`src/source/aes_ctrl_pkg.sv`:
```
`default_nettype none

package aes_ctrl_pkg;

	// ============================================================
	// Widths
	// ============================================================
	localparam int BLOCK_W         = 128;
	localparam int WORD_W          = 32;
	localparam int WORDS_PER_BLOCK = BLOCK_W / WORD_W;
	localparam int KEY_W           = 128;

	// Cipher round shape
	localparam int ROT_BITS = 13;
	// Round key r is the key rotated left by RK_STEP * r
	localparam int RK_STEP  = 8;

	// ============================================================
	// Command word fields
	// ============================================================
	localparam int CMD_DECRYPT_BIT = 0;
	localparam int CMD_CBC_BIT     = 1;

	// One FIFO block seen either as payload or as a command
	typedef union packed {
		logic [BLOCK_W-1:0] data;
		struct packed {
			logic [BLOCK_W-WORD_W-1:0] rsvd;
			logic [WORD_W-1:0]         word;
		} cmd;
	} ctrl_block_u;

endpackage

`default_nettype wire

```
`src/source/output_stage.sv`:
```
`timescale 1ns/1ps
`default_nettype none

module output_stage #(
	parameter int OUT_FIFO_DEPTH = 4
) (
	input  wire                                 clk,
	input  wire                                 reset,
	input  wire                                 push,
	input  wire  [aes_ctrl_pkg::BLOCK_W-1:0]    blk,
	input  wire                                 last,
	output logic                                full,
	output logic                                bus_tvalid,
	input  wire                                 bus_tready,
	output logic [aes_ctrl_pkg::WORD_W-1:0]     bus_tdata,
	output logic                                bus_tlast
);

	localparam int AW   = (OUT_FIFO_DEPTH > 1) ? $clog2(OUT_FIFO_DEPTH) : 1;
	localparam int CW   = $clog2(OUT_FIFO_DEPTH + 1);
	localparam int WC_W = $clog2(aes_ctrl_pkg::WORDS_PER_BLOCK);

	logic [aes_ctrl_pkg::BLOCK_W-1:0] mem [OUT_FIFO_DEPTH];
	logic                             last_mem [OUT_FIFO_DEPTH];
	logic [AW-1:0]                    wr_ptr;
	logic [AW-1:0]                    rd_ptr;
	logic [CW-1:0]                    count;
	logic [WC_W-1:0]                  widx;
	logic                             end_word;
	logic                             pop;

	assign full       = (count == CW'(OUT_FIFO_DEPTH));
	assign bus_tvalid = (count != '0);
	assign end_word   = (widx == WC_W'(aes_ctrl_pkg::WORDS_PER_BLOCK - 1));
	assign pop        = bus_tvalid && bus_tready && end_word;

	// Most significant word goes first
	assign bus_tdata = mem[rd_ptr][aes_ctrl_pkg::BLOCK_W - 1 - int'(widx) * aes_ctrl_pkg::WORD_W
		-: aes_ctrl_pkg::WORD_W];
	assign bus_tlast = last_mem[rd_ptr] && end_word;

	always_ff @(posedge clk) begin
		if (reset) begin
			wr_ptr <= '0;
			rd_ptr <= '0;
			count  <= '0;
			widx   <= '0;
		end else begin
			if (bus_tvalid && bus_tready)
				widx <= end_word ? '0 : widx + 1'b1;
			if (push)
				wr_ptr <= (wr_ptr == AW'(OUT_FIFO_DEPTH - 1)) ? '0 : wr_ptr + 1'b1;
			if (pop)
				rd_ptr <= (rd_ptr == AW'(OUT_FIFO_DEPTH - 1)) ? '0 : rd_ptr + 1'b1;
			case ({push, pop})
				2'b10: count <= count + 1'b1;
				2'b01: count <= count - 1'b1;
				default: count <= count;
			endcase
		end
	end

	always_ff @(posedge clk) begin
		if (push) begin
			mem[wr_ptr]      <= blk;
			last_mem[wr_ptr] <= last;
		end
	end

endmodule

`default_nettype wire

```
`config.mk`:
```
export PLATFORM = sky130hd
export DESIGN_NAME = output_stage
export DESIGN_NICKNAME = d
export VERILOG_FILES = /design/src/source/aes_ctrl_pkg.sv /design/src/source/output_stage.sv
export SDC_FILE = /design/constraint.sdc
export NUM_CORES = 1
export LEC_CHECK = 0
export ABC_AREA = 1
export BUFFER_PORTS_ARGS = -buffer_cell sky130_fd_sc_hd__buf_2
export CELL_PAD_IN_SITES_DETAIL_PLACEMENT = 0
export CELL_PAD_IN_SITES_GLOBAL_PLACEMENT = 1
export CORE_MARGIN = 1.5
export CORE_UTILIZATION = 52
export CTS_CLUSTER_SIZE = 40
export DETAILED_ROUTE_END_ITERATION = 10
export PLACE_DENSITY_LB_ADDON = 0.2
export SLEW_MARGIN = 20
export SYNTH_ARGS = -nofsm -noshare
export SYNTH_HDL_FRONTEND = slang
export SYNTH_SLANG_ARGS = --single-unit
```
`constraint.sdc`:
```
create_clock -name clk -period 7 [get_ports clk]
set_clock_uncertainty 0.05 [all_clocks]
set_input_delay 0.7 -clock clk [delete_from_list [all_inputs] [get_ports clk]]
set_output_delay 0.7 -clock clk [all_outputs]
set_load 0.05 [all_outputs]
```
==> Word-level counts from Yosys, hierarchy flattened <==
Memory sizes are Yosys's and may differ from the RTL's. A register that Yosys moved wholly into a read port is not among the register bits.
Cells that the tools add are included.
{ "totals": {"ff_bits": 9, "ramBits": 516, "inputBits": 133, "out_inout_bits": 35, "wordCells": 34, "mem_count": 2} }
{ "op_classes": {"n_addsub": 6, "n_eq_ne": 6, "n_shift": 1, "mux": 10, "reduce_logical": 5} }
{ "mem_list": {"columns": ["memory", "depth", "width", "rd", "rd_ports_with_merged_regs", "wr", "line", "text"], "rows": [
  ["mem", 4, 128, 1, 1, 1, "output_stage.sv:23", "logic [aes_ctrl_pkg::BLOCK_W-1:0] mem [OUT_FIFO_DEPTH];"],
  ["last_mem", 4, 1, 1, 1, 1, "output_stage.sv:24", "logic last_mem [OUT_FIFO_DEPTH];"]
]} }
{ "ops": {"columns": ["operator", "count"], "rows": [
  ["$shiftx A159 B8 Y32", 1],
  ["$mux W2", 7],
  ["$eq A2 B2 Y1 const B", 4],
  ["$sub A7 B7 Y8 const A", 1],
  ["$add A2 B1 Y2 const B", 3],
  ["$pmux W3 S2", 1],
  ["$add A3 B1 Y3 const B", 1],
  ["$eq A3 B3 Y1 const B", 1],
  ["$logic_and A1 B1 Y1", 3],
  ["$reduce_bool A3 Y1", 1],
  ["$sub A3 B1 Y3 const B", 1],
  ["$eq A2 B1 Y1 const B", 1],
  ["$mux W1", 2],
  ["$reduce_bool A2 Y1", 1]
]} }

==> Longest topological paths before layout <==
{ "depth": {"depth_word": 5, "mapped_depth": 12, "ltp_nobuf": 12} }

==> Worst setup path before layout <==
OpenSTA, ideal clock, no wires.
{ "synth_path": {"kind": "in2reg", "start": "input port push", "end": "memory last_mem[3] (enable)", "setup_time_ns": 0.482, "arrival_time_ns": 3.222, "required_time_ns": 6.468, "setup_slack_ns": 3.246, "cell_stages": 2, "n_path_buf": 0, "path_cell_list": "nand2_1 > inv_1"} }
{ "synth_via": {"elab_chain_cells": 2} }
{ "synth_rtl": {"columns": ["item", "line", "text"], "rows": [
  ["start, declared", "output_stage.sv:9", "input wire push,"],
  ["$mux W1", "output_stage.sv:64", "if (push) begin"],
  ["$mux W1 (implied by the code)", "output_stage.sv:66", "last_mem[wr_ptr] <= last;"],
  ["end, declared", "output_stage.sv:24", null]
]} }
No other way between the ends.

==> impl_summary.txt <==
----------------------------------------------------
[Status]
  Run status ... completed

[Floorplanning]
  Number of placement rows ... 76
  Initial core utilization ... 52.60%
  Floorplan die width ... 211.7 µm
  Total core area ... 0.04308 mm²
  Vertical die dimension ... 211.7 µm
  Number of placed I/O pins ... 168
  Total die area ... 0.04483 mm²

[STA]
  Setup repair after global routing missed its margin ... false
  Fin Setup TNS ... 0 ns
  Hold violation total from the final report ... 0
  Transition time at the pin with the least slew margin ... 1.073 ns
  Maximum achievable frequency ... 0.2141 GHz
  Final worst-path cycle share ... 66.73%
  Count of pins over their slew limit ... 0
  Final setup violation count ... 0
  Post-layout minimum cycle time ... 4.671 ns
  Slew headroom ... 28.49%

[Final layout]
  Layout overhead on the synthesized area ... 11.80%
  Fraction of final layout cells sized beyond drive strength 1 ... 11.45%
  Footprint of the flip-flops and latches ... 0.01573 mm²
  Area of the multi-input gates ... 0.004737 mm²
  Final core utilization ... 58.80%
  NumNets Final ... 2,412
  Filler cell count ... 3,590

[Synth]
  Leading post-synthesis cells by cell area ... edfxtp_1, nand2_1, nand3_1, inv_1, buf_2
  Cell accounting for the most synthesized area ... edfxtp_1
  Synth top area share ... 68.39%
  Async set-reset flop share out of synthesis ... 0%
  Most used flip-flop cell after synthesis ... edfxtp_1
  Part of the Yosys area used for sequential elements ... 69.36%
  Most common cell in the netlist ... nand2_1
  Post-synth top cells ... nand2_1, edfxtp_1, inv_1, nand3_1, buf_2
  Number of flops mapped to enable cells by yosys ... 516
  Combined area of all synthesized cells ... 0.02266 mm²
  Synthesized netlist net count ... 2,282
  Cells after synthesis ... 2,141
  Average size of a mapped cell ... 10.58 µm²
  Synth Register Bits ... 527
  Count of cell types in the netlist ... 21
  Yosys warnings ... 0

[GRT]
  Initial antenna violation count ... 22
  Pin count of the biggest net entering global routing ... 187
  Vias in the first global route ... 14,087
  Wire length of the first global-routing pass ... 83,760 µm
  Global-route total usage across every layer ... 25.20%
  Sum of overflow across all layers after global routing ... 0

[Pwr]
  Total power ... 6.922 mW
  Reported leakage power ... 10.97 nW
  Worst vdd ir ... 0.1621 mV
  Power density cells ... 273.3 mW/mm²

[Placed design]
  Final GP Congestion ... 0.7596
  Post-DP HPWL ... 30,880 µm
  Port buffer count ... 167

[Route]
  Final Routed Wirelength ... 55,100 µm
  Post-detailed-route wirelength per cell ... 18.96 µm
  Number of design-rule violations left by the first detailed-router iteration ... 1,269
  Number of DRC violations after detailed routing ... 0
  Detailed-route vias per instance ... 5.137
  Count of TritonRoute iterations in the first routing pass ... 7
  Count of antenna-violating nets left after detailed routing ... 0
  Total number of vias ... 14,929

[Clock tree]
  Clock tree from TritonCTS ... done
  Maximum level of the CTS H-tree ... 2
  Post-CTS repair timing setup buffer count ... 0
  CTS max path bufs ... 3
  Skew-Pair Late Insertion Delay ... 0.61 ns
  Hold bufs inserted after CTS ... 0
  Root buffer cell ... clkbuf_16
  Clock buffers created by TritonCTS ... 53
  Resize count post-CTS ... 0
  Number of sinks on the clock net ... 527
  CTS clock-pin slew for the worst setup and hold paths ... 0.06 ns

[Setup path]
  Category of the worst setup path launch point ... flop
  Worst Path Required ... 6.25 ns
  Worst Path Max Fanout ... 161
  Kind of capture point of the worst setup path ... primary output
  Worst Path Class, Setup ... reg -> out
  Critical path arrival ... 3.92 ns

[Hold path]
  Class of the tightest hold or removal check ... in -> reg

[Job]
  Maxcap violations ... 0

----------------------------------------------------
[state kept, by name (all words and copies together), names as in the netlist, named ones only]
register  count
widx          2
count         3
last_mem      4
wr_ptr        2
mem         512
rd_ptr        2
[metal layers]
metal  up-vias  share of wire (%)  track usage, %
li1       7191                  -               -
met1      7194                 45           35.79
met4        22                2.2           7.857
met3       100                7.1           5.919
met5         -               0.28               0
met2       422                 46           38.67
[worst max-delay path: stages (launching register included)]
cell and delay, ns:
dfxtp_4 0.58, inv_8 0.82, buf_4 0.95, nand2_1 0.11, nand2_1 0.10, nand2_1 0.05
nand3_1 0.09, nand3_1 0.14, nand2_1 0.10, buf_2 0.26
[cell type report]
cell class / count / share of cell area [%]
Antenna cell: 7 / 0.06916
Clock buffer: 63 / 5.552
Clock inverter: 35 / 0.8398
Inverter: 403 / 6.091
Multi-Input combinational cell: 1105 / 18.70
Sequential cell: 527 / 62.09
Tap cell: 585 / 2.890
Timing Repair Buffer: 181 / 3.764
[through the flow]
step,hold slack (ns),setup WS (ns),cells,area (µm²)
finish,0.2542,2.329,2906,25330
global route,0.2376,2.014,2901,25320
CTS,0.2271,2.297,2899,25310
detailed placement,0.4186,2.960,2801,23690
global placement,0.4126,2.927,2801,23690
floorplan,0.3938,3.246,2141,22660
[where the power goes]
part / internal (mW) / leakage, nW / switching [mW]
clock: 1.50 / 0.798 / 1.16
combinational: 0.149 / 5.34 / 0.471
sequential: 3.61 / 4.83 / 0.0366
total: 5.25 / 11.0 / 1.67
[worst paths after layout]
| check | slack [ns] | cells past startpoint | to | from |
|---|---|---|---|---|
| setup / recovery | 2.33 | 9 | bus_tdata[26] | flop |
| hold / removal | 0.25 | 1 | mem[0][116] | blk[116] |
| setup reg to reg | 4.23 | 4 | mem[3][121] | wr_ptr[0] |
| hold reg to reg | 0.43 | 1 | count[0] | count[0] |
[cell families after synthesis]
family          count (synthesis)  share of synthesized area (%)
flops                         527                          69.36
buf+inv                       509                          9.730
compound gates                 18                         0.4087
fa+ha+maj                       8                         0.4749
simple gates                 1079                          20.02
[layout by cell type, fill, tap and decap left out]
cell,instances
diode_2,7
clkinvlp_4,2
nand3_1,387
edfxtp_1,516
clkinv_2,13
o21ai_0,8
buf_2,167
a21boi_1,1
nor2_1,7
clkbuf_1,8
bufinv_16,2
inv_4,1
dfxtp_4,3
nor3_1,2
inv_8,1
dfxtp_2,1
clkinv_1,17
inv_6,5
dfxtp_1,7
ha_1,7
a21oi_1,9
buf_12,1
buf_4,13
clkbuf_16,55
inv_2,1
fa_1,1
inv_1,396
nand2_1,683
(Power assumes the default switching activity.)
