===== src/source/aes_ctrl_pkg.sv =====
`default_nettype none

package aes_ctrl_pkg;

	// ============================================================
	// Widths
	// ============================================================
	localparam int BLOCK_W         = 128;
	localparam int WORD_W          = 32;
	localparam int WORDS_PER_BLOCK = BLOCK_W / WORD_W;
	localparam int KEY_W           = 128;

	// Cipher round shape
	localparam int ROT_BITS = 13;
	// Round key r is the key rotated left by RK_STEP * r
	localparam int RK_STEP  = 8;

	// ============================================================
	// Command word fields
	// ============================================================
	localparam int CMD_DECRYPT_BIT = 0;
	localparam int CMD_CBC_BIT     = 1;

	// One FIFO block seen either as payload or as a command
	typedef union packed {
		logic [BLOCK_W-1:0] data;
		struct packed {
			logic [BLOCK_W-WORD_W-1:0] rsvd;
			logic [WORD_W-1:0]         word;
		} cmd;
	} ctrl_block_u;

endpackage

`default_nettype wire


===== src/source/mode_sequencer.sv =====
`timescale 1ns/1ps
`default_nettype none

module mode_sequencer (
	input  wire                                 clk,
	input  wire                                 reset,
	input  aes_ctrl_pkg::ctrl_block_u           in_blk,
	input  wire                                 in_last,
	input  wire                                 in_valid,
	output logic                                in_pop,
	output logic                                cipher_start,
	output logic                                cipher_decrypt,
	output logic [aes_ctrl_pkg::KEY_W-1:0]      cipher_key,
	output logic [aes_ctrl_pkg::BLOCK_W-1:0]    cipher_in_blk,
	input  wire                                 cipher_done,
	input  wire  [aes_ctrl_pkg::BLOCK_W-1:0]    cipher_out_blk,
	output logic                                out_push,
	output logic [aes_ctrl_pkg::BLOCK_W-1:0]    out_blk,
	output logic                                out_last,
	input  wire                                 out_full
);

	localparam logic [2:0] S_CMD  = 3'd0;
	localparam logic [2:0] S_KEY  = 3'd1;
	localparam logic [2:0] S_IV   = 3'd2;
	localparam logic [2:0] S_IDLE = 3'd3;
	localparam logic [2:0] S_BUSY = 3'd4;

	logic [2:0]                        state;
	logic                              cbc_q;
	logic                              last_q;
	logic [aes_ctrl_pkg::BLOCK_W-1:0]  chain;
	logic                              run_ok;

	// A push still in flight is not yet counted in out_full
	assign run_ok = in_valid && !out_full && !out_push;

	always_comb begin
		case (state)
			S_CMD, S_KEY, S_IV: in_pop = in_valid;
			S_IDLE:             in_pop = run_ok;
			default:            in_pop = 1'b0;
		endcase
	end

	// ============================================================
	// Control FSM
	// ============================================================
	always_ff @(posedge clk) begin
		if (reset) begin
			state          <= S_CMD;
			cipher_start   <= 1'b0;
			cipher_decrypt <= 1'b0;
			cbc_q          <= 1'b0;
			last_q         <= 1'b0;
			out_push       <= 1'b0;
		end else begin
			cipher_start <= 1'b0;
			out_push     <= 1'b0;
			case (state)
				S_CMD: if (in_valid) begin
					cipher_decrypt <= in_blk.cmd.word[aes_ctrl_pkg::CMD_DECRYPT_BIT];
					cbc_q          <= in_blk.cmd.word[aes_ctrl_pkg::CMD_CBC_BIT];
					state          <= S_KEY;
				end
				S_KEY: if (in_valid)
					state <= cbc_q ? S_IV : S_IDLE;
				// An IV alone can close the packet
				S_IV: if (in_valid)
					state <= in_last ? S_CMD : S_IDLE;
				S_IDLE: if (run_ok) begin
					cipher_start <= 1'b1;
					last_q       <= in_last;
					state        <= S_BUSY;
				end
				S_BUSY: if (cipher_done) begin
					out_push <= 1'b1;
					state    <= last_q ? S_CMD : S_IDLE;
				end
				default: state <= S_CMD;
			endcase
		end
	end

	// ============================================================
	// Key, chain and data path
	// ============================================================
	always_ff @(posedge clk) begin
		if (state == S_KEY && in_valid)
			cipher_key <= in_blk.data;
		if (state == S_IV && in_valid)
			chain <= in_blk.data;
		if (state == S_IDLE && run_ok)
			cipher_in_blk <= (cbc_q && !cipher_decrypt) ? in_blk.data ^ chain : in_blk.data;
		if (state == S_BUSY && cipher_done) begin
			out_last <= last_q;
			out_blk  <= (cbc_q && cipher_decrypt) ? cipher_out_blk ^ chain : cipher_out_blk;
			// Encrypt chains on ciphertext out, decrypt on ciphertext in
			if (cbc_q)
				chain <= cipher_decrypt ? cipher_in_blk : cipher_out_blk;
		end
	end

endmodule

`default_nettype wire


===== config.mk =====
export PLATFORM = sky130hd
export DESIGN_NAME = mode_sequencer
export DESIGN_NICKNAME = d
export VERILOG_FILES = /design/src/source/aes_ctrl_pkg.sv /design/src/source/mode_sequencer.sv
export SDC_FILE = /design/constraint.sdc
export NUM_CORES = 1
export LEC_CHECK = 0
export ABC_AREA = 1
export BUFFER_PORTS_ARGS = -buffer_cell sky130_fd_sc_hd__buf_2
export CAP_MARGIN = 20
export CORE_AREA = 2 2 250 252
export DETAILED_ROUTE_END_ITERATION = 6
export DIE_AREA = 0 0 252 254
export GPL_ROUTABILITY_DRIVEN = 0
export SLEW_MARGIN = 20
export SYNTH_ARGS = -nofsm -noshare
export SYNTH_HDL_FRONTEND = slang
export SYNTH_SLANG_ARGS = --single-unit

===== constraint.sdc =====
create_clock -name clk -period 9.15 [get_ports clk]
set_clock_uncertainty 0.15 [all_clocks]
set_input_delay 1.3725 -clock clk [delete_from_list [all_inputs] [get_ports clk]]
set_output_delay 1.3725 -clock clk [all_outputs]
set_load 0.05 [all_outputs]

# Word-level counts from Yosys, hierarchy flattened
# Index checks and enable logic that the tools add are counted.
# Widths: inputs -> output; s select.
[word_totals] regBits=521 output_inout_bits=389
[op_classes] eq_ne=9 mux=18 bitwise=4 reduce_logical=18
[op_table] operator="$mux 128" n=6
[op_table] operator="$xor 128x128->128" n=2
[op_table] operator="$mux 3" n=5
[op_table] operator="$pmux 3 s5" n=1
[op_table] operator="$ne 2x2->1 const B" n=5
[op_table] operator="$logic_and 1x1->1" n=8
[op_table] operator="$eq 3x2->1 const B" n=2
[op_table] operator="$reduce_and 5->1" n=1
[op_table] operator="$mux 2" n=2
[op_table] operator="$reduce_and 2->1" n=2
[op_table] operator="$reduce_or 2->1" n=2
[op_table] operator="$eq 3x1->1 const B" n=1
[op_table] operator="$eq 3x3->1 const B" n=1
[op_table] operator="$logic_not 1->1" n=3
[op_table] operator="$logic_not 3->1" n=1
[op_table] operator="$mux 1" n=3
[op_table] operator="$reduce_or 3->1" n=1
[op_table] operator="$not 1->1" n=2
[op_table] operator="$pmux 1 s2" n=1

# Logic depth before layout (Yosys ltp)
[logic_depth] word_depth=5 mapped_depth=8 depth_no_buf=7

# Least setup slack after synthesis
# Ideal clock, no wire load.
[synth_path] path_type="input -> output" startpoint="input port out_full" endpoint="output port in_pop" arrival_time_ps=8034 path_slack_ps=-407 stages=5 path_buffers=0 cell_sequence="inv_1 nand3_1 nor2_1 inv_1 nand2_1"
[synth_between] elab_chain_len=4
[synth_rtl] item="from (decl)" line_no="mode_sequencer.sv:20" rtl="input wire out_full"
[synth_rtl] item="$logic_not 1->1" line_no="mode_sequencer.sv:36" rtl="assign run_ok = in_valid && !out_full && !out_push;"
[synth_rtl] item="$logic_and 1x1->1 (2 in series)" line_no="mode_sequencer.sv:36"
[synth_rtl] item="$pmux 1 s2" line_no="mode_sequencer.sv:39" rtl="case (state)"
[synth_rtl] item="to (decl)" line_no="mode_sequencer.sv:10" rtl="output logic in_pop,"
# No other way between the ends.

# Final worst setup path
[layout_path] startpoint="input port cipher_done" endpoint="register chain[20] (netlist name)"
[layout_between] elab_chain_len=2
[layout_rtl] item="from (decl)" line_no="mode_sequencer.sv:15" rtl="input wire cipher_done,"
[layout_rtl] item="$logic_and 1x1->1" line_no="mode_sequencer.sv:95" rtl="if (state == S_BUSY && cipher_done) begin"
[layout_rtl] item="$mux 128" line_no="mode_sequencer.sv:95"
[layout_rtl] item="to (signal assigned)" line_no="mode_sequencer.sv:92" rtl="chain <= in_blk.data;"
[layout_rtl] item="to (signal assigned)" line_no="mode_sequencer.sv:100" rtl="chain <= cipher_decrypt ? cipher_in_blk : cipher_out_blk;"
[layout_rtl] item="to (decl)" line_no="mode_sequencer.sv:32" rtl="logic [aes_ctrl_pkg::BLOCK_W-1:0] chain;"
# No other way between the ends.
# A chain may end at the register's enable or synchronous reset.

==> flow_summary_export.csv <==
group,metric,value,unit
sta,rsz0062_at_grt,"no",
synthesis,synth_area,0.0213,mm2
critical_path,path_cells,"buf_2 > nand3_4 > buf_4 > inv_6 > nand2_4 > buf_4 > o21ai_0 > o22ai_1",
final_layout,drive_gt1_share,31.8,%
grt,gr-total-overflow,0,
cts,cts.repair.resized,0,
route,drtIter0Drc,1115,
synthesis,ys_seq_area_share,67.0,%
route,drt_wl_total,66800,um
cts,cts.htree.levels,2,
cts,cts_hold_buffers,0,
cts,cts_sinks,521,
floorplanning,pin_count,651,
cts,clk-insertion-delay-late,0.60,ns
power_and_ir_drop,p_per_area,225,mW/mm2
critical_path,cp_common_cell,"buf_4",
sta,tns,0,ns
floorplanning,die-area,0.0640,mm2
synthesis,yosys.area.top_type,"edfxtp_1",
critical_path,critPathMaxStageDelay,0.72,ns
floorplanning,initial_utilization,34.8,%
route,drtPass1Iterations,5,
route,wl_per_cell,21.0,um
synthesis,yosysTopAreaCellShare,54.2,%
sta,relSlewSlack,26.5,%
sta,finalCriticalPeriod,4.42,ns
critical_path,worst-r2r-cell-count,8,
cts,root_buffer,"clkbuf_16",
final_layout,area_delta_synth_final,25.9,%
sta,fin_crit_sh,48.3,%
cts,clock_path_buffers,3,
critical_path,startpoint,"cipher_done",
grt,grt_usage,19.9,%
run,cap_viol_max_count,0,
critical_path,critPathKind,"primary input to register",
sta,hold_viol,0,
synthesis,synthCells,1717,
placement,io_buffers,650,
final_layout,nets,2591,
power_and_ir_drop,power,6.05,mW
sta,max_freq,0.226,GHz
floorplanning,die-width,252,um
placement,place_hpwl,45200,um
synthesis,synthTopCellsByArea,"edfxtp_1, dfxtp_1, xnor2_1",
critical_path,cp_slowest_cell,"buf_4",
cts,numCtsBuffers,55,
min_path,hold_path_class,"register to register",
critical_path,r2r-start,"state[1]$_SDFFE_PP0P_",
status,status,"finished, final reports clean",
min_path,hold_start,"last_q$_SDFFE_PP0P_",
power_and_ir_drop,p_leak,9.90,nW
floorplanning,fp.dieH,254,um
critical_path,arrival,4.78,ns
critical_path,crit_cells,8,
final_layout,final_common_cell,"buf_2",
route,drc,0,
cts,clk_pin_slew_worst_paths,0.06,ns
route,postRouteAntennaNets,0,
floorplanning,num_rows,91,
sta,setup_violations,0,
critical_path,critPathMaxFanout,77,
critical_path,cp-end-kind,"register",
cts,tritoncts,"yes",
synthesis,ys_types,27,
final_layout,layout_common_cells,"buf_2, edfxtp_1, nand2_1",
grt,grt_pass1_vias,15900,
synthesis,synth_nets,1979,
min_path,worstHoldPathCells,0,
synthesis,ys_warn_count,0,
critical_path,cp.required,9.51,ns
grt,grt_max_degree,98,
route,vias_per_cell,5.05,
route,vias,16100,
critical_path,cp.buffers_inverters,4,
synthesis,avgSynthCellArea,12.4,um2
sta,tightest_slew,1.10,ns
power_and_ir_drop,ir_worst_vdd,0.000146,V
synthesis,ys_ff_latch,521,
critical_path,start_kind,"primary input",
floorplanning,design.core.area,0.0613,mm2
grt,grt_pass1_wl,98200,um
cts,cts_setup_buffers,0,
sta,maxSlewViolCount,0,
critical_path,critPathTopFamily,"buffers and inverters",
grt,antenna_found_initial,17,
## layer usage
metal	routed length [um]	part of all wire [%]	GRT usage, %
met1	26400	39	25.1
met2	33200	50	33.4
met3	5750	8.6	5.41
met4	1490	2.2	5.82
met5	55	0.082	0
## cell usage after synthesis
cell and number:
a211oi_1 2, a21oi_1 4, a22oi_1 128, buf_1 2
buf_2 86, buf_4 3, buf_6 15, clkbuf_1 6
dfxtp_1 136, edfxtp_1 385, inv_1 15, inv_2 2
nand2_1 268, nand2_2 1, nand3_1 10, nand3_2 1
nand3_4 1, nand4_1 1, nor2_1 136, nor2_2 1
nor2_4 1, o211ai_1 2, o21ai_0 82, o21ai_1 46
o22ai_1 127, xnor2_1 255, xor2_1 1
## flip-flops by register name, indices dropped and copies added (netlist names)
name,flops
cipher_start,1
cipher_key,128
chain,128
out_blk,128
cipher_in_blk,128
last_q,1
out_push,1
state,3
cipher_decrypt,1
out_last,1
cbc_q,1
## through the flow
step / hold slack, ns / instances / area (um2) / utilization, % / setup WS, ns
finish: 0.318 / 3179 / 26800 / 43.8 / 4.73
global route: 0.332 / 3173 / 26800 / 43.8 / 4.50
CTS: 0.319 / 3166 / 26800 / 43.8 / 4.75
detailed placement: 0.329 / 3062 / 25100 / 40.9 / 4.09
global placement: 0.302 / 3062 / 25100 / 40.9 / 4.10
floorplan: 0.281 / 1717 / 21300 / - / 1.68
## cell type report
class / count / area (um2)
Multi-Input combinational cell: 1067 / 6350
Inverter: 17 / 78.8
Antenna cell: 13 / 32.5
Fill cell: 5776 / 34400
Timing Repair Buffer: 667 / 3380
Tap cell: 790 / 988
Clock buffer: 82 / 1580
Clock inverter: 22 / 146
Sequential cell: 521 / 14300
## power breakdown
part | switching [mW] | leakage (nW) | internal, mW | total, mW
Clock | 0.942 | 0.846 | 1.22 | 2.16
Combinational | 0.469 | 4.42 | 0.338 | 0.808
Sequential | 0.204 | 4.63 | 2.87 | 3.08
Total | 1.62 | 9.90 | 4.43 | 6.05
## kinds of logic (layout without fill, tap and decap cells)
kind of cell	after synthesis	after routing	synth area share [%]
XOR/XNOR	256	256	10.5
other	0	13	0
buffers and inverters	129	788	3.36
flip-flops	521	521	67.0
AND/OR/NAND/NOR	420	420	7.62
AO/OA/AOI/OAI	391	391	11.5
## path summary, 6_finish.rpt
check	to	slack (ns)
min	out_last$_DFFE_PP_	0.32
min reg2reg	out_last$_DFFE_PP_	0.32
max reg2reg	chain[20]$_DFF_P_	5.01
max	chain[20]$_DFF_P_	4.73
Note: power is estimated with default switching activity, not from simulation.
