`config.mk`:
```
export PLATFORM = sky130hd
export DESIGN_NAME = input_stage
export DESIGN_NICKNAME = d
export VERILOG_FILES = /design/src/source/aes_ctrl_pkg.sv /design/src/source/input_stage.sv
export SDC_FILE = /design/constraint.sdc
export NUM_CORES = 1
export LEC_CHECK = 0
export BUFFER_PORTS_ARGS = -buffer_cell sky130_fd_sc_hd__buf_4
export CAP_MARGIN = 20
export CORE_ASPECT_RATIO = 1.25
export CORE_UTILIZATION = 50
export DETAILED_ROUTE_END_ITERATION = 8
export PLACE_DENSITY_LB_ADDON = 0.2
export SYNTH_ARGS = -nofsm -noshare
export SYNTH_HDL_FRONTEND = slang
export SYNTH_SLANG_ARGS = --single-unit
```
`constraint.sdc`:
```
create_clock -name clk -period 6.5 [get_ports clk]
set_input_delay 0.65 -clock clk [delete_from_list [all_inputs] [get_ports clk]]
set_output_delay 0.65 -clock clk [all_outputs]
set_load 0.005 [all_outputs]
```
`src/source/aes_ctrl_pkg.sv`:
```
`default_nettype none

package aes_ctrl_pkg;

	// ============================================================
	// Widths
	// ============================================================
	localparam int BLOCK_W         = 128;
	localparam int WORD_W          = 32;
	localparam int WORDS_PER_BLOCK = BLOCK_W / WORD_W;
	localparam int KEY_W           = 128;

	// Cipher round shape
	localparam int ROT_BITS = 13;
	// Round key r is the key rotated left by RK_STEP * r
	localparam int RK_STEP  = 8;

	// ============================================================
	// Command word fields
	// ============================================================
	localparam int CMD_DECRYPT_BIT = 0;
	localparam int CMD_CBC_BIT     = 1;

	// One FIFO block seen either as payload or as a command
	typedef union packed {
		logic [BLOCK_W-1:0] data;
		struct packed {
			logic [BLOCK_W-WORD_W-1:0] rsvd;
			logic [WORD_W-1:0]         word;
		} cmd;
	} ctrl_block_u;

endpackage

`default_nettype wire

```
`src/source/input_stage.sv`:
```
`timescale 1ns/1ps
`default_nettype none

module input_stage #(
	parameter int IN_FIFO_DEPTH = 4
) (
	input  wire                                   clk,
	input  wire                                   reset,
	input  wire [aes_ctrl_pkg::WORD_W-1:0]        bus_data,
	input  wire                                   bus_data_wren,
	input  wire                                   bus_tlast,
	output logic                                  busy,
	output aes_ctrl_pkg::ctrl_block_u             in_blk,
	output logic                                  in_last,
	output logic                                  in_valid,
	input  wire                                   in_pop
);

	localparam int WC_W = $clog2(aes_ctrl_pkg::WORDS_PER_BLOCK);
	localparam int AW   = (IN_FIFO_DEPTH > 1) ? $clog2(IN_FIFO_DEPTH) : 1;
	localparam int CW   = $clog2(IN_FIFO_DEPTH + 1);
	localparam int ASM_W = aes_ctrl_pkg::BLOCK_W - aes_ctrl_pkg::WORD_W;

	logic [WC_W-1:0]              word_cnt;
	logic [ASM_W-1:0]             asm_q;
	aes_ctrl_pkg::ctrl_block_u    mem [IN_FIFO_DEPTH];
	logic                         last_mem [IN_FIFO_DEPTH];
	logic [AW-1:0]                wr_ptr;
	logic [AW-1:0]                rd_ptr;
	logic [CW-1:0]                count;
	logic                         word_ok;
	logic                         push;

	// Words offered while full are dropped
	assign word_ok = bus_data_wren && !busy;
	assign push    = word_ok && (word_cnt == WC_W'(aes_ctrl_pkg::WORDS_PER_BLOCK - 1));

	assign busy     = (count == CW'(IN_FIFO_DEPTH));
	assign in_valid = (count != '0);
	assign in_blk   = mem[rd_ptr];
	assign in_last  = last_mem[rd_ptr];

	always_ff @(posedge clk) begin
		if (reset) begin
			word_cnt <= '0;
			wr_ptr   <= '0;
			rd_ptr   <= '0;
			count    <= '0;
		end else begin
			if (word_ok)
				word_cnt <= push ? '0 : word_cnt + 1'b1;
			if (push)
				wr_ptr <= (wr_ptr == AW'(IN_FIFO_DEPTH - 1)) ? '0 : wr_ptr + 1'b1;
			if (in_pop)
				rd_ptr <= (rd_ptr == AW'(IN_FIFO_DEPTH - 1)) ? '0 : rd_ptr + 1'b1;
			case ({push, in_pop})
				2'b10: count <= count + 1'b1;
				2'b01: count <= count - 1'b1;
				default: count <= count;
			endcase
		end
	end

	// Earlier words sit in the upper bits so the first word ends up on top
	always_ff @(posedge clk) begin
		if (word_ok)
			asm_q <= {asm_q[ASM_W-aes_ctrl_pkg::WORD_W-1:0], bus_data};
		if (push) begin
			mem[wr_ptr].data <= {asm_q, bus_data};
			last_mem[wr_ptr] <= bus_tlast;
		end
	end

endmodule

`default_nettype wire

```
-- After elaboration in Yosys (flattened, before gate mapping)
Memory sizes are Yosys's and may differ from the RTL's. A register that Yosys moved wholly into a read port is not among the register bits.
Index checks and enable logic that the tools add are counted.
- flip-flop bits (word level): 105
- memory bits (writable): 516
- input port bits: 37
- output and inout bits: 131
- logic and storage cells: 33
- memories kept: 2
- memory list (name ; depth ; bits a word ; rd ports ; clocked after Yosys merged registers in ; write ports ; RTL line ; source):
    mem ; 4 ; 128 ; 1 ; 1 ; 1 ; input_stage.sv:26 ; aes_ctrl_pkg::ctrl_block_u mem [IN_FIFO_DEPTH];
    last_mem ; 4 ; 1 ; 1 ; 1 ; 1 ; input_stage.sv:27 ; logic last_mem [IN_FIFO_DEPTH];
- add/subtract/negate cells: 5
- equal/unequal tests: 6
- mux-type cells: 10
- reduce and logical (&&, ||, !) cells: 5
- operators with widths (operator ; number):
    2-to-1 mux 2 bit ; 7
    == test 2 bit, second input constant ; 4
    adder 2 x 1 -> 2 bit, second input constant ; 3
    one-hot mux 3 bit (2 select lines) ; 1
    adder 3 x 1 -> 3 bit, second input constant ; 1
    == test 3 bit, second input constant ; 1
    nonzero test 3 bit ; 1
    subtractor 3 x 1 -> 3 bit, second input constant ; 1
    == test 2 x 1 -> 1 bit, second input constant ; 1
    logical AND 1 bit ; 2
    2-to-1 mux 1 bit ; 2
    nonzero test 2 bit ; 1
    logical NOT 1 bit ; 1

-- Depth between registers and ports, before layout
Gate-level depths: netlist of the first run.
- depth after elaboration: 6
- gate-level depth with buffers: 11
- depth with buffers taken out: 10

-- Worst setup path before layout of the first run
Ideal clock, no wire load.
- kind: in2reg
- from: input port bus_data_wren
- to: register asm_q[0], enable pin
- setup time: 0.554 ns
- arrival time: 4.695 ns
- data required time: 5.946 ns
- setup slack: 1.250 ns
- cell stages on the path: 2
- buffers on the path: 0
- path through: inv_1 nor2_1
- cells in the longest elaborated chain, start to end: 1
- ends and longest elaborated chain (element ; RTL line ; source):
    start: declaration ; input_stage.sv:10 ; input wire bus_data_wren,
    logical AND 1 bit ; input_stage.sv:35 ; assign word_ok = bus_data_wren && !busy;
    named net word_ok ; input_stage.sv:31 ; logic word_ok;
    end signal: assignment ; input_stage.sv:67 ; asm_q <= {asm_q[ASM_W-aes_ctrl_pkg::WORD_W-1:0], bus_data};
    end: declaration ; input_stage.sv:25 ; logic [ASM_W-1:0] asm_q;
The timed path passes the listed nets, and every way through them passes these cells.
A chain may end at the register's enable or synchronous reset.

==> impl_metrics.py, run 1 <==
metrics = {
    "outcome": {
        "run_status": "complete, no violations",
    },
    "timing": {
        "report.final.slew_viol_count": 0,
        "worst_slew_margin_rel": 0.413,
        "maximum_clock_frequency_mhz": 281,
        "timing_worst_slew_pin_value_ns": 0.880,
        "fin_setup_tns_ns": 0,
        "rsz0062_at_grt": "false",
        "clock_skew_ns": 0.0222,
        "timing.final.crit_share": 0.548,
        "layout_min_cycle_time_ns": 3.56,
        "setup_viol": 0,
        "worst_hold_slack_ns": 0.266,
        "hold_viol_final": 0,
    },
    "die": {
        "design.die.area_sq_um": 45000,
        "core_sq_um": 43300,
        "floorplan.die.width_um": 190,
        "start_util": 0.510,
        "pin_count": 168,
        "placementRows": 85,
        "die-height_um": 237,
    },
    "critical_path": {
        "worstSetupStartpointType": "flip-flop",
        "worst_setup_path_endpoint": "in_blk[80]",
        "worstPathMaxFanout": 27,
        "regToRegStartpoint": "count[0]",
        "cp-end-kind": "output pin",
        "critPathArrivalTime_ns": 2.91,
        "r2r.worst_path.cells": 5,
        "timing_worst_setup_path_type": "flip-flop to output pin",
        "required_ns": 5.85,
        "ff2ff_setup_slack_ns": 3.80,
        "crit-reg2reg-capture": "asm_q[13]",
    },
    "synth": {
        "synth_top_flop_cell": "sky130_fd_sc_hd__edfxtp_1",
        "synth.area.mux_share": 0.132,
        "syn_area_per_cell_sq_um": 26.4,
        "synthesis.yosys.warnings": 0,
        "synthesis.instances": 835,
        "ys_ff_latch": 623,
        "yosys.cell_count.top_type": "sky130_fd_sc_hd__edfxtp_1",
        "complex_gate_fraction_of_the_synthesized_area": 0.00283,
        "postSynth.asyncResetShare": 0,
        "post_synth_num_cell_types": 26,
        "seq_area_frac_synth": 0.842,
        "synth_top_cells_by_area": "sky130_fd_sc_hd__edfxtp_1 (83%), sky130_fd_sc_hd__mux4_2 (13%), sky130_fd_sc_hd__dfxtp_1 (1.0%)",
        "post_synth_fa_ha_maj_area_fraction": 0.00487,
        "synth_largest_type_area_fraction": 0.832,
        "synthesis.nets": 880,
        "yosys.area_share.simple": 0.00533,
        "synth.top_cells.by_count": "sky130_fd_sc_hd__edfxtp_1 (612), sky130_fd_sc_hd__mux4_2 (129), sky130_fd_sc_hd__buf_2 (13)",
        "xor_xnor_portion_of_the_synthesized_cell_area": 0.000793,
        "synth_enable_flop_cells": 612,
        "mappedNetlistArea_sq_um": 22100,
        "synth_top_family_by_area": "multiplexers",
        "yosysTopAreaCell": "sky130_fd_sc_hd__edfxtp_1",
    },
    "clock_tree": {
        "worst_skew_pair.late_latency_ns": 0.59,
        "clock_tree.root_cell": "sky130_fd_sc_hd__clkbuf_16",
        "cts.htree.levels": 2,
        "cts_buffers": 56,
        "tritoncts_num_sinks": 623,
        "post_cts_hold_buffer_count": 0,
        "post_cts_gate_resize_count": 0,
        "tritoncts": "built",
        "post-cts-setup-buffer-count": 0,
        "cts.clk_slew.worst_paths_ns": 0.06,
        "ctsLongestPathBuffers": 3,
    },
    "detailed_routing": {
        "antenna_left": 0,
        "vias_after_detailed_routing": 9109,
        "drcViolationCount": 0,
        "firstDrtPassIters": 4,
        "postRouteWirelength_mm": 38.8,
        "via_per_inst": 5.50,
        "drt_iter0_drc": 685,
        "routed_wire_length_per_instance_um": 23.4,
    },
    "power": {
        "vdd_drop_max_mv": 0.225,
        "total_leakage_power_nw": 8.29,
        "pwr_density_cell_nw_per_um2": 316,
        "finalPower_w": 0.00814,
    },
    "run": {
        "cap_viol_max_count": 0,
    },
    "placed_design": {
        "io_buffer_count": 167,
        "routabilityCongestion": 0.717,
        "placed_cells_incl_taps": 1551,
        "detailedPlacementHpwl_mm": 21.3,
    },
    "global_route": {
        "grt_pass1_vias": 9557,
        "grt_antenna_before_repair": 0,
        "grt_use_total": 0.177,
        "maximum_number_of_pins_on_one_net_before_global_route_repair": 130,
        "grt.overflow.total": 0,
        "grt_pass1_wl_mm": 58.8,
    },
    "layout": {
        "fin_util": 0.596,
        "antenna_cells": 0,
        "area_delta_synth_final_pct": 16.8,
        "layout-drive-gt1-share": 0.361,
        "stdcell_count": 1655,
        "layout.filler_cells": 3030,
        "layout.nets": 1090,
    },
    "hold_path": {
        "timing.hold.worst.class": "input port to flip-flop",
    },
}
[worst min-delay path by stage]
stage	start	end	cells past startpoint
floorplan	word_cnt[1]	word_cnt[1]	2
global placement	asm_q[74]	mem[3][106]	0
detailed placement	word_cnt[1]	word_cnt[1]	2
CTS	bus_data[4]	mem[2][4]	1
global route	bus_data[22]	mem[1][22]	1
finish	bus_data[24]	asm_q[24]	1
[report_power, final]
group          total, W  switching (W)  internal, W
registers       0.00459      0.0000712      0.00451
clock network   0.00316        0.00137      0.00178
logic          0.000397       0.000188     0.000209
total           0.00814        0.00163      0.00651
[metal layers]
metal / wire, um / GRT usage
met1: 16700 / 0.251
met2: 19200 / 0.282
met3: 2000 / 0.0331
met4: 949 / 0.0550
met5: 0 / 0
[per-stage QoR]
| step | area [sq um] | setup slack (ns) |
|---|---|---|
| after floorplan | 22100 | 1.25 |
| after global placement | 24000 | 3.24 |
| after detailed placement | 24000 | 3.25 |
| after CTS | 25800 | 2.61 |
| after global routing | 25800 | 2.67 |
| final | 25800 | 2.94 |
[layout by cell type (no fill, tap or decap), types with 3 or more instances in the layout]
cell,count
sky130_fd_sc_hd__a21oi_1,6
sky130_fd_sc_hd__and3_4,4
sky130_fd_sc_hd__buf_4,178
sky130_fd_sc_hd__bufinv_16,4
sky130_fd_sc_hd__clkbuf_1,21
sky130_fd_sc_hd__clkbuf_16,57
sky130_fd_sc_hd__clkinv_1,9
sky130_fd_sc_hd__clkinv_2,8
sky130_fd_sc_hd__dfxtp_1,9
sky130_fd_sc_hd__edfxtp_1,612
sky130_fd_sc_hd__ha_1,7
sky130_fd_sc_hd__inv_1,8
sky130_fd_sc_hd__mux4_2,129
sky130_fd_sc_hd__nand3_1,3
sky130_fd_sc_hd__nor2_1,6
sky130_fd_sc_hd__o21ai_0,4
[cell type report]
| cell class | instances | area, sq um | area share |
|---|---|---|---|
| clock buffer | 78 | 1510 | 0.0584 |
| clock inverter | 25 | 250 | 0.00971 |
| inverter | 9 | 36.3 | 0.00141 |
| multi-input combinational | 173 | 3250 | 0.126 |
| sequential | 623 | 18600 | 0.722 |
| tap | 565 | 707 | 0.0274 |
| timing repair buffer | 182 | 1430 | 0.0555 |
[cells by family (layout without fill, tap and decap cells)]
| family | Yosys count | in the layout |
|---|---|---|
| muxes | 130 | 130 |
| xor gates and xnor gates | 2 | 2 |
| adders and majority gates | 8 | 8 |
| and+or+nand+nor | 22 | 22 |
| DFF | 623 | 623 |
| buffers and inverters | 39 | 294 |
| AOI/OAI and AO/OA | 11 | 11 |
[critical path: stages (launching register included)]
cell and delay (ns):
sky130_fd_sc_hd__dfxtp_4 0.68, sky130_fd_sc_hd__buf_16 0.29, sky130_fd_sc_hd__buf_4 0.53, sky130_fd_sc_hd__mux4_2 0.63, sky130_fd_sc_hd__buf_4 0.16
[state kept, by name (all words and copies together), names as in the netlist, named ones only]
signal / cells
wr_ptr: 2
word_cnt: 2
asm_q: 96
mem: 512
count: 3
last_mem: 4
rd_ptr: 2
Power figures use the tool's default switching activity.
==> run 2: changes to the inputs <==
--- a/config.mk
+++ b/config.mk
@@ -5,6 +5,7 @@
 export SDC_FILE = /design/constraint.sdc
 export NUM_CORES = 1
 export LEC_CHECK = 0
+export ABC_AREA = 1
 export BUFFER_PORTS_ARGS = -buffer_cell sky130_fd_sc_hd__buf_4
 export CAP_MARGIN = 20
 export CORE_ASPECT_RATIO = 1.25
==> constraint.sdc (replaced) <==
create_clock -name clk -period 3.05 [get_ports clk]
set_input_delay 0.305 -clock clk [delete_from_list [all_inputs] [get_ports clk]]
set_output_delay 0.305 -clock clk [all_outputs]
set_load 0.005 [all_outputs]
==> run 2 against run 1 <==
Net effect: sequential power increased by 110%; register-to-register slack worse by 2.7 ns; first-iteration DRC count up 60%; utilization rose by 0.35 points; via count up 37%; power grew 120%; global-route usage is 3.2 points higher; synthesized area grew 2.3%; non-clock buffer count increased by 53; synthesized cell count up 70%; critical path depth rose by 1; wire length increased by 23%; critical path type unchanged; critical endpoint is now in_blk[13].
==> impl_metrics.py, run 2 <==
metrics = {
    "outcome": {
        "run_status": "complete, no violations",
    },
    "power": {
        "vdd_drop_max_mv": 0.522,
        "finalPower_w": 0.0178,
        "pwr_density_cell_nw_per_um2": 669,
        "total_leakage_power_nw": 8.92,
    },
    "timing": {
        "layout_min_cycle_time_ns": 2.83,
        "report.final.slew_viol_count": 0,
        "timing_worst_slew_pin_value_ns": 0.692,
        "clock_skew_ns": 0.0142,
        "worst_slew_margin_rel": 0.539,
        "setup_viol": 0,
        "rsz0062_at_grt": "false",
        "timing.final.crit_share": 0.928,
        "maximum_clock_frequency_mhz": 353,
        "hold_viol_final": 0,
        "fin_setup_tns_ns": 0,
    },
    "placed_design": {
        "routabilityCongestion": 0.725,
        "detailedPlacementHpwl_mm": 25.9,
        "io_buffer_count": 167,
        "postPlaceCellArea_sq_um": 24500,
    },
    "critical_path": {
        "ff2ff_setup_slack_ns": 1.10,
        "critPathArrivalTime_ns": 2.52,
        "regToRegStartpoint": "count[1]",
        "worstSetupStartpointType": "flip-flop",
        "r2r.worst_path.cells": 5,
        "required_ns": 2.74,
        "crit-reg2reg-capture": "mem[0][121]",
        "cp-end-kind": "output pin",
        "timing_worst_setup_path_type": "flip-flop to output pin",
        "worstPathMaxFanout": 108,
    },
    "hold_path": {
        "min-delay-start": "in_pop",
        "timing.hold.worst_endpoint": "rd_ptr[1]",
        "timing.hold.worst.class": "input port to flip-flop",
        "hold_depth": 3,
    },
    "global_route": {
        "grt_pass1_vias": 12500,
        "grt_util_met3": 0.0337,
        "maximum_number_of_pins_on_one_net_before_global_route_repair": 109,
        "grt_most_used_layer": "met2",
        "grt_pass1_wl_mm": 72.2,
        "grt_antenna_before_repair": 2,
        "grt_use_total": 0.210,
        "grt_met1_usage": 0.292,
        "global_route.usage.met2": 0.339,
        "grt.overflow.total": 0,
    },
    "synth": {
        "synth.top_cells.by_count": "sky130_fd_sc_hd__edfxtp_1 (612), sky130_fd_sc_hd__nor2_1 (278), sky130_fd_sc_hd__o21ai_0 (168)",
        "yosys.cell_count.top_type": "sky130_fd_sc_hd__edfxtp_1",
        "seq_area_frac_synth": 0.823,
        "synth_top_cells_by_area": "sky130_fd_sc_hd__edfxtp_1 (81%), sky130_fd_sc_hd__nor2_1 (4.6%), sky130_fd_sc_hd__o21ai_0 (3.7%)",
        "synthesis.yosys.warnings": 0,
        "post_synth_num_cell_types": 19,
        "syn_area_per_cell_sq_um": 15.9,
        "postSynth.asyncResetShare": 0,
        "ys_ff_latch": 623,
        "yosysTopAreaCell": "sky130_fd_sc_hd__edfxtp_1",
        "synth_largest_type_area_fraction": 0.814,
        "synth_enable_flop_cells": 612,
        "synthesis.instances": 1422,
        "mappedNetlistArea_sq_um": 22600,
        "synthesis.nets": 1467,
        "synth_top_flop_cell": "sky130_fd_sc_hd__edfxtp_1",
    },
    "layout": {
        "layout.nets": 1677,
        "layout-drive-gt1-share": 0.176,
        "antenna_cells": 0,
        "final_cell_area_sq_um": 26600,
        "flip_flop_count_of_the_largest_register_all_copies_and_words_added": 512,
        "largest-register": "mem",
        "most-common-layout-cells": "sky130_fd_sc_hd__edfxtp_1 (612), sky130_fd_sc_hd__nor2_1 (273), sky130_fd_sc_hd__buf_4 (188)",
        "area_delta_synth_final_pct": 17.6,
        "layout_commonest_cell": "sky130_fd_sc_hd__edfxtp_1",
        "reg.largest.list": "mem (512), asm_q (96), last_mem (4)",
    },
    "die": {
        "design.die.area_sq_um": 46000,
        "core_sq_um": 44300,
        "placementRows": 86,
        "die-height_um": 240,
        "floorplan.die.width_um": 192,
        "pin_count": 168,
        "start_util": 0.509,
    },
    "detailed_routing": {
        "drt_iter0_drc": 1095,
        "firstDrtPassIters": 5,
        "drcViolationCount": 0,
        "via_per_inst": 5.57,
        "routed_wire_length_per_instance_um": 21.1,
        "antenna_left": 0,
        "vias_after_detailed_routing": 12500,
        "postRouteWirelength_mm": 47.5,
    },
    "clock_tree": {
        "worst_skew_pair.late_latency_ns": 0.59,
        "clock_tree.root_cell": "sky130_fd_sc_hd__clkbuf_16",
        "post-cts-setup-buffer-count": 0,
        "cts_buffers": 57,
        "post_cts_gate_resize_count": 0,
        "cts.htree.levels": 2,
        "post_cts_hold_buffer_count": 34,
        "cts.clk_slew.worst_paths_ns": 0.06,
        "tritoncts_num_sinks": 623,
        "ctsLongestPathBuffers": 3,
        "tritoncts": "built",
    },
    "run": {
        "cap_viol_max_count": 0,
    },
}
[run 2: cell count changes after synthesis, sizes merged, moves of 12 or more]
cell	change
buf	+18
clkbuf	+36
mux4	-129
nand2	+12
nor2	+271
o21ai	+258
o22ai	+129
[run 2: routing by layer]
metal / share of wire / up-vias
met2: 0.48 / 340
met1: 0.44 / 6303
met3: 0.051 / 64
met4: 0.025 / 0
met5: 0 / -
li1: - / 5811
[run 2: stage by stage]
stage | worst slack [ns] | hold WS, ns | std cells | utilization
5_1_grt | 0.121 | 0.115 | 2249 | 0.599
4_1_cts | 0.219 | 0.0527 | 2249 | 0.599
3_3_place_gp | 0.903 | 0.439 | 2111 | 0.552
2_1_floorplan | 0.0302 | 0.386 | 1422 | -
3_5_place_dp | 0.865 | 0.443 | 2111 | 0.552
6_report | 0.221 | 0.0734 | 2249 | 0.599
[run 2: logic make-up after synthesis]
group | count (synthesis) | share of synthesized area
DFF | 623 | 0.823
AOI/OAI and AO/OA | 394 | 0.0944
and+or+nand+nor | 294 | 0.0490
buffers and inverters | 103 | 0.0284
adders and majority gates | 8 | 0.00476
[run 2: cell type report]
cell class | instances | area, sq um
inverter | 19 | 83.8
timing repair buffer | 235 | 2010
fill | 3356 | 17800
multi-input combinational | 696 | 3410
clock inverter | 31 | 206
clock buffer | 73 | 1530
tap | 572 | 716
sequential | 623 | 18600
[run 2: power by group]
group | switching, W | internal (W)
clock network | 0.00298 | 0.00370
registers | 0.000151 | 0.00963
logic | 0.000765 | 0.000533
total | 0.00390 | 0.0139
[run 2: worst max-delay path by stage]
stage / to / depth (start not counted)
2_1_floorplan: last_mem[0] / 3
3_3_place_gp: in_blk[91] / 5
3_5_place_dp: in_blk[60] / 5
4_1_cts: in_blk[60] / 5
5_1_grt: in_blk[45] / 5
6_report: in_blk[13] / 5
[run 2: worst max-delay path, stage by stage (launching register included)]
cell	delay (ns)
sky130_fd_sc_hd__dfxtp_4	0.39
sky130_fd_sc_hd__buf_12	0.34
sky130_fd_sc_hd__buf_4	0.44
sky130_fd_sc_hd__o21ai_0	0.21
sky130_fd_sc_hd__o22ai_1	0.23
sky130_fd_sc_hd__buf_4	0.15
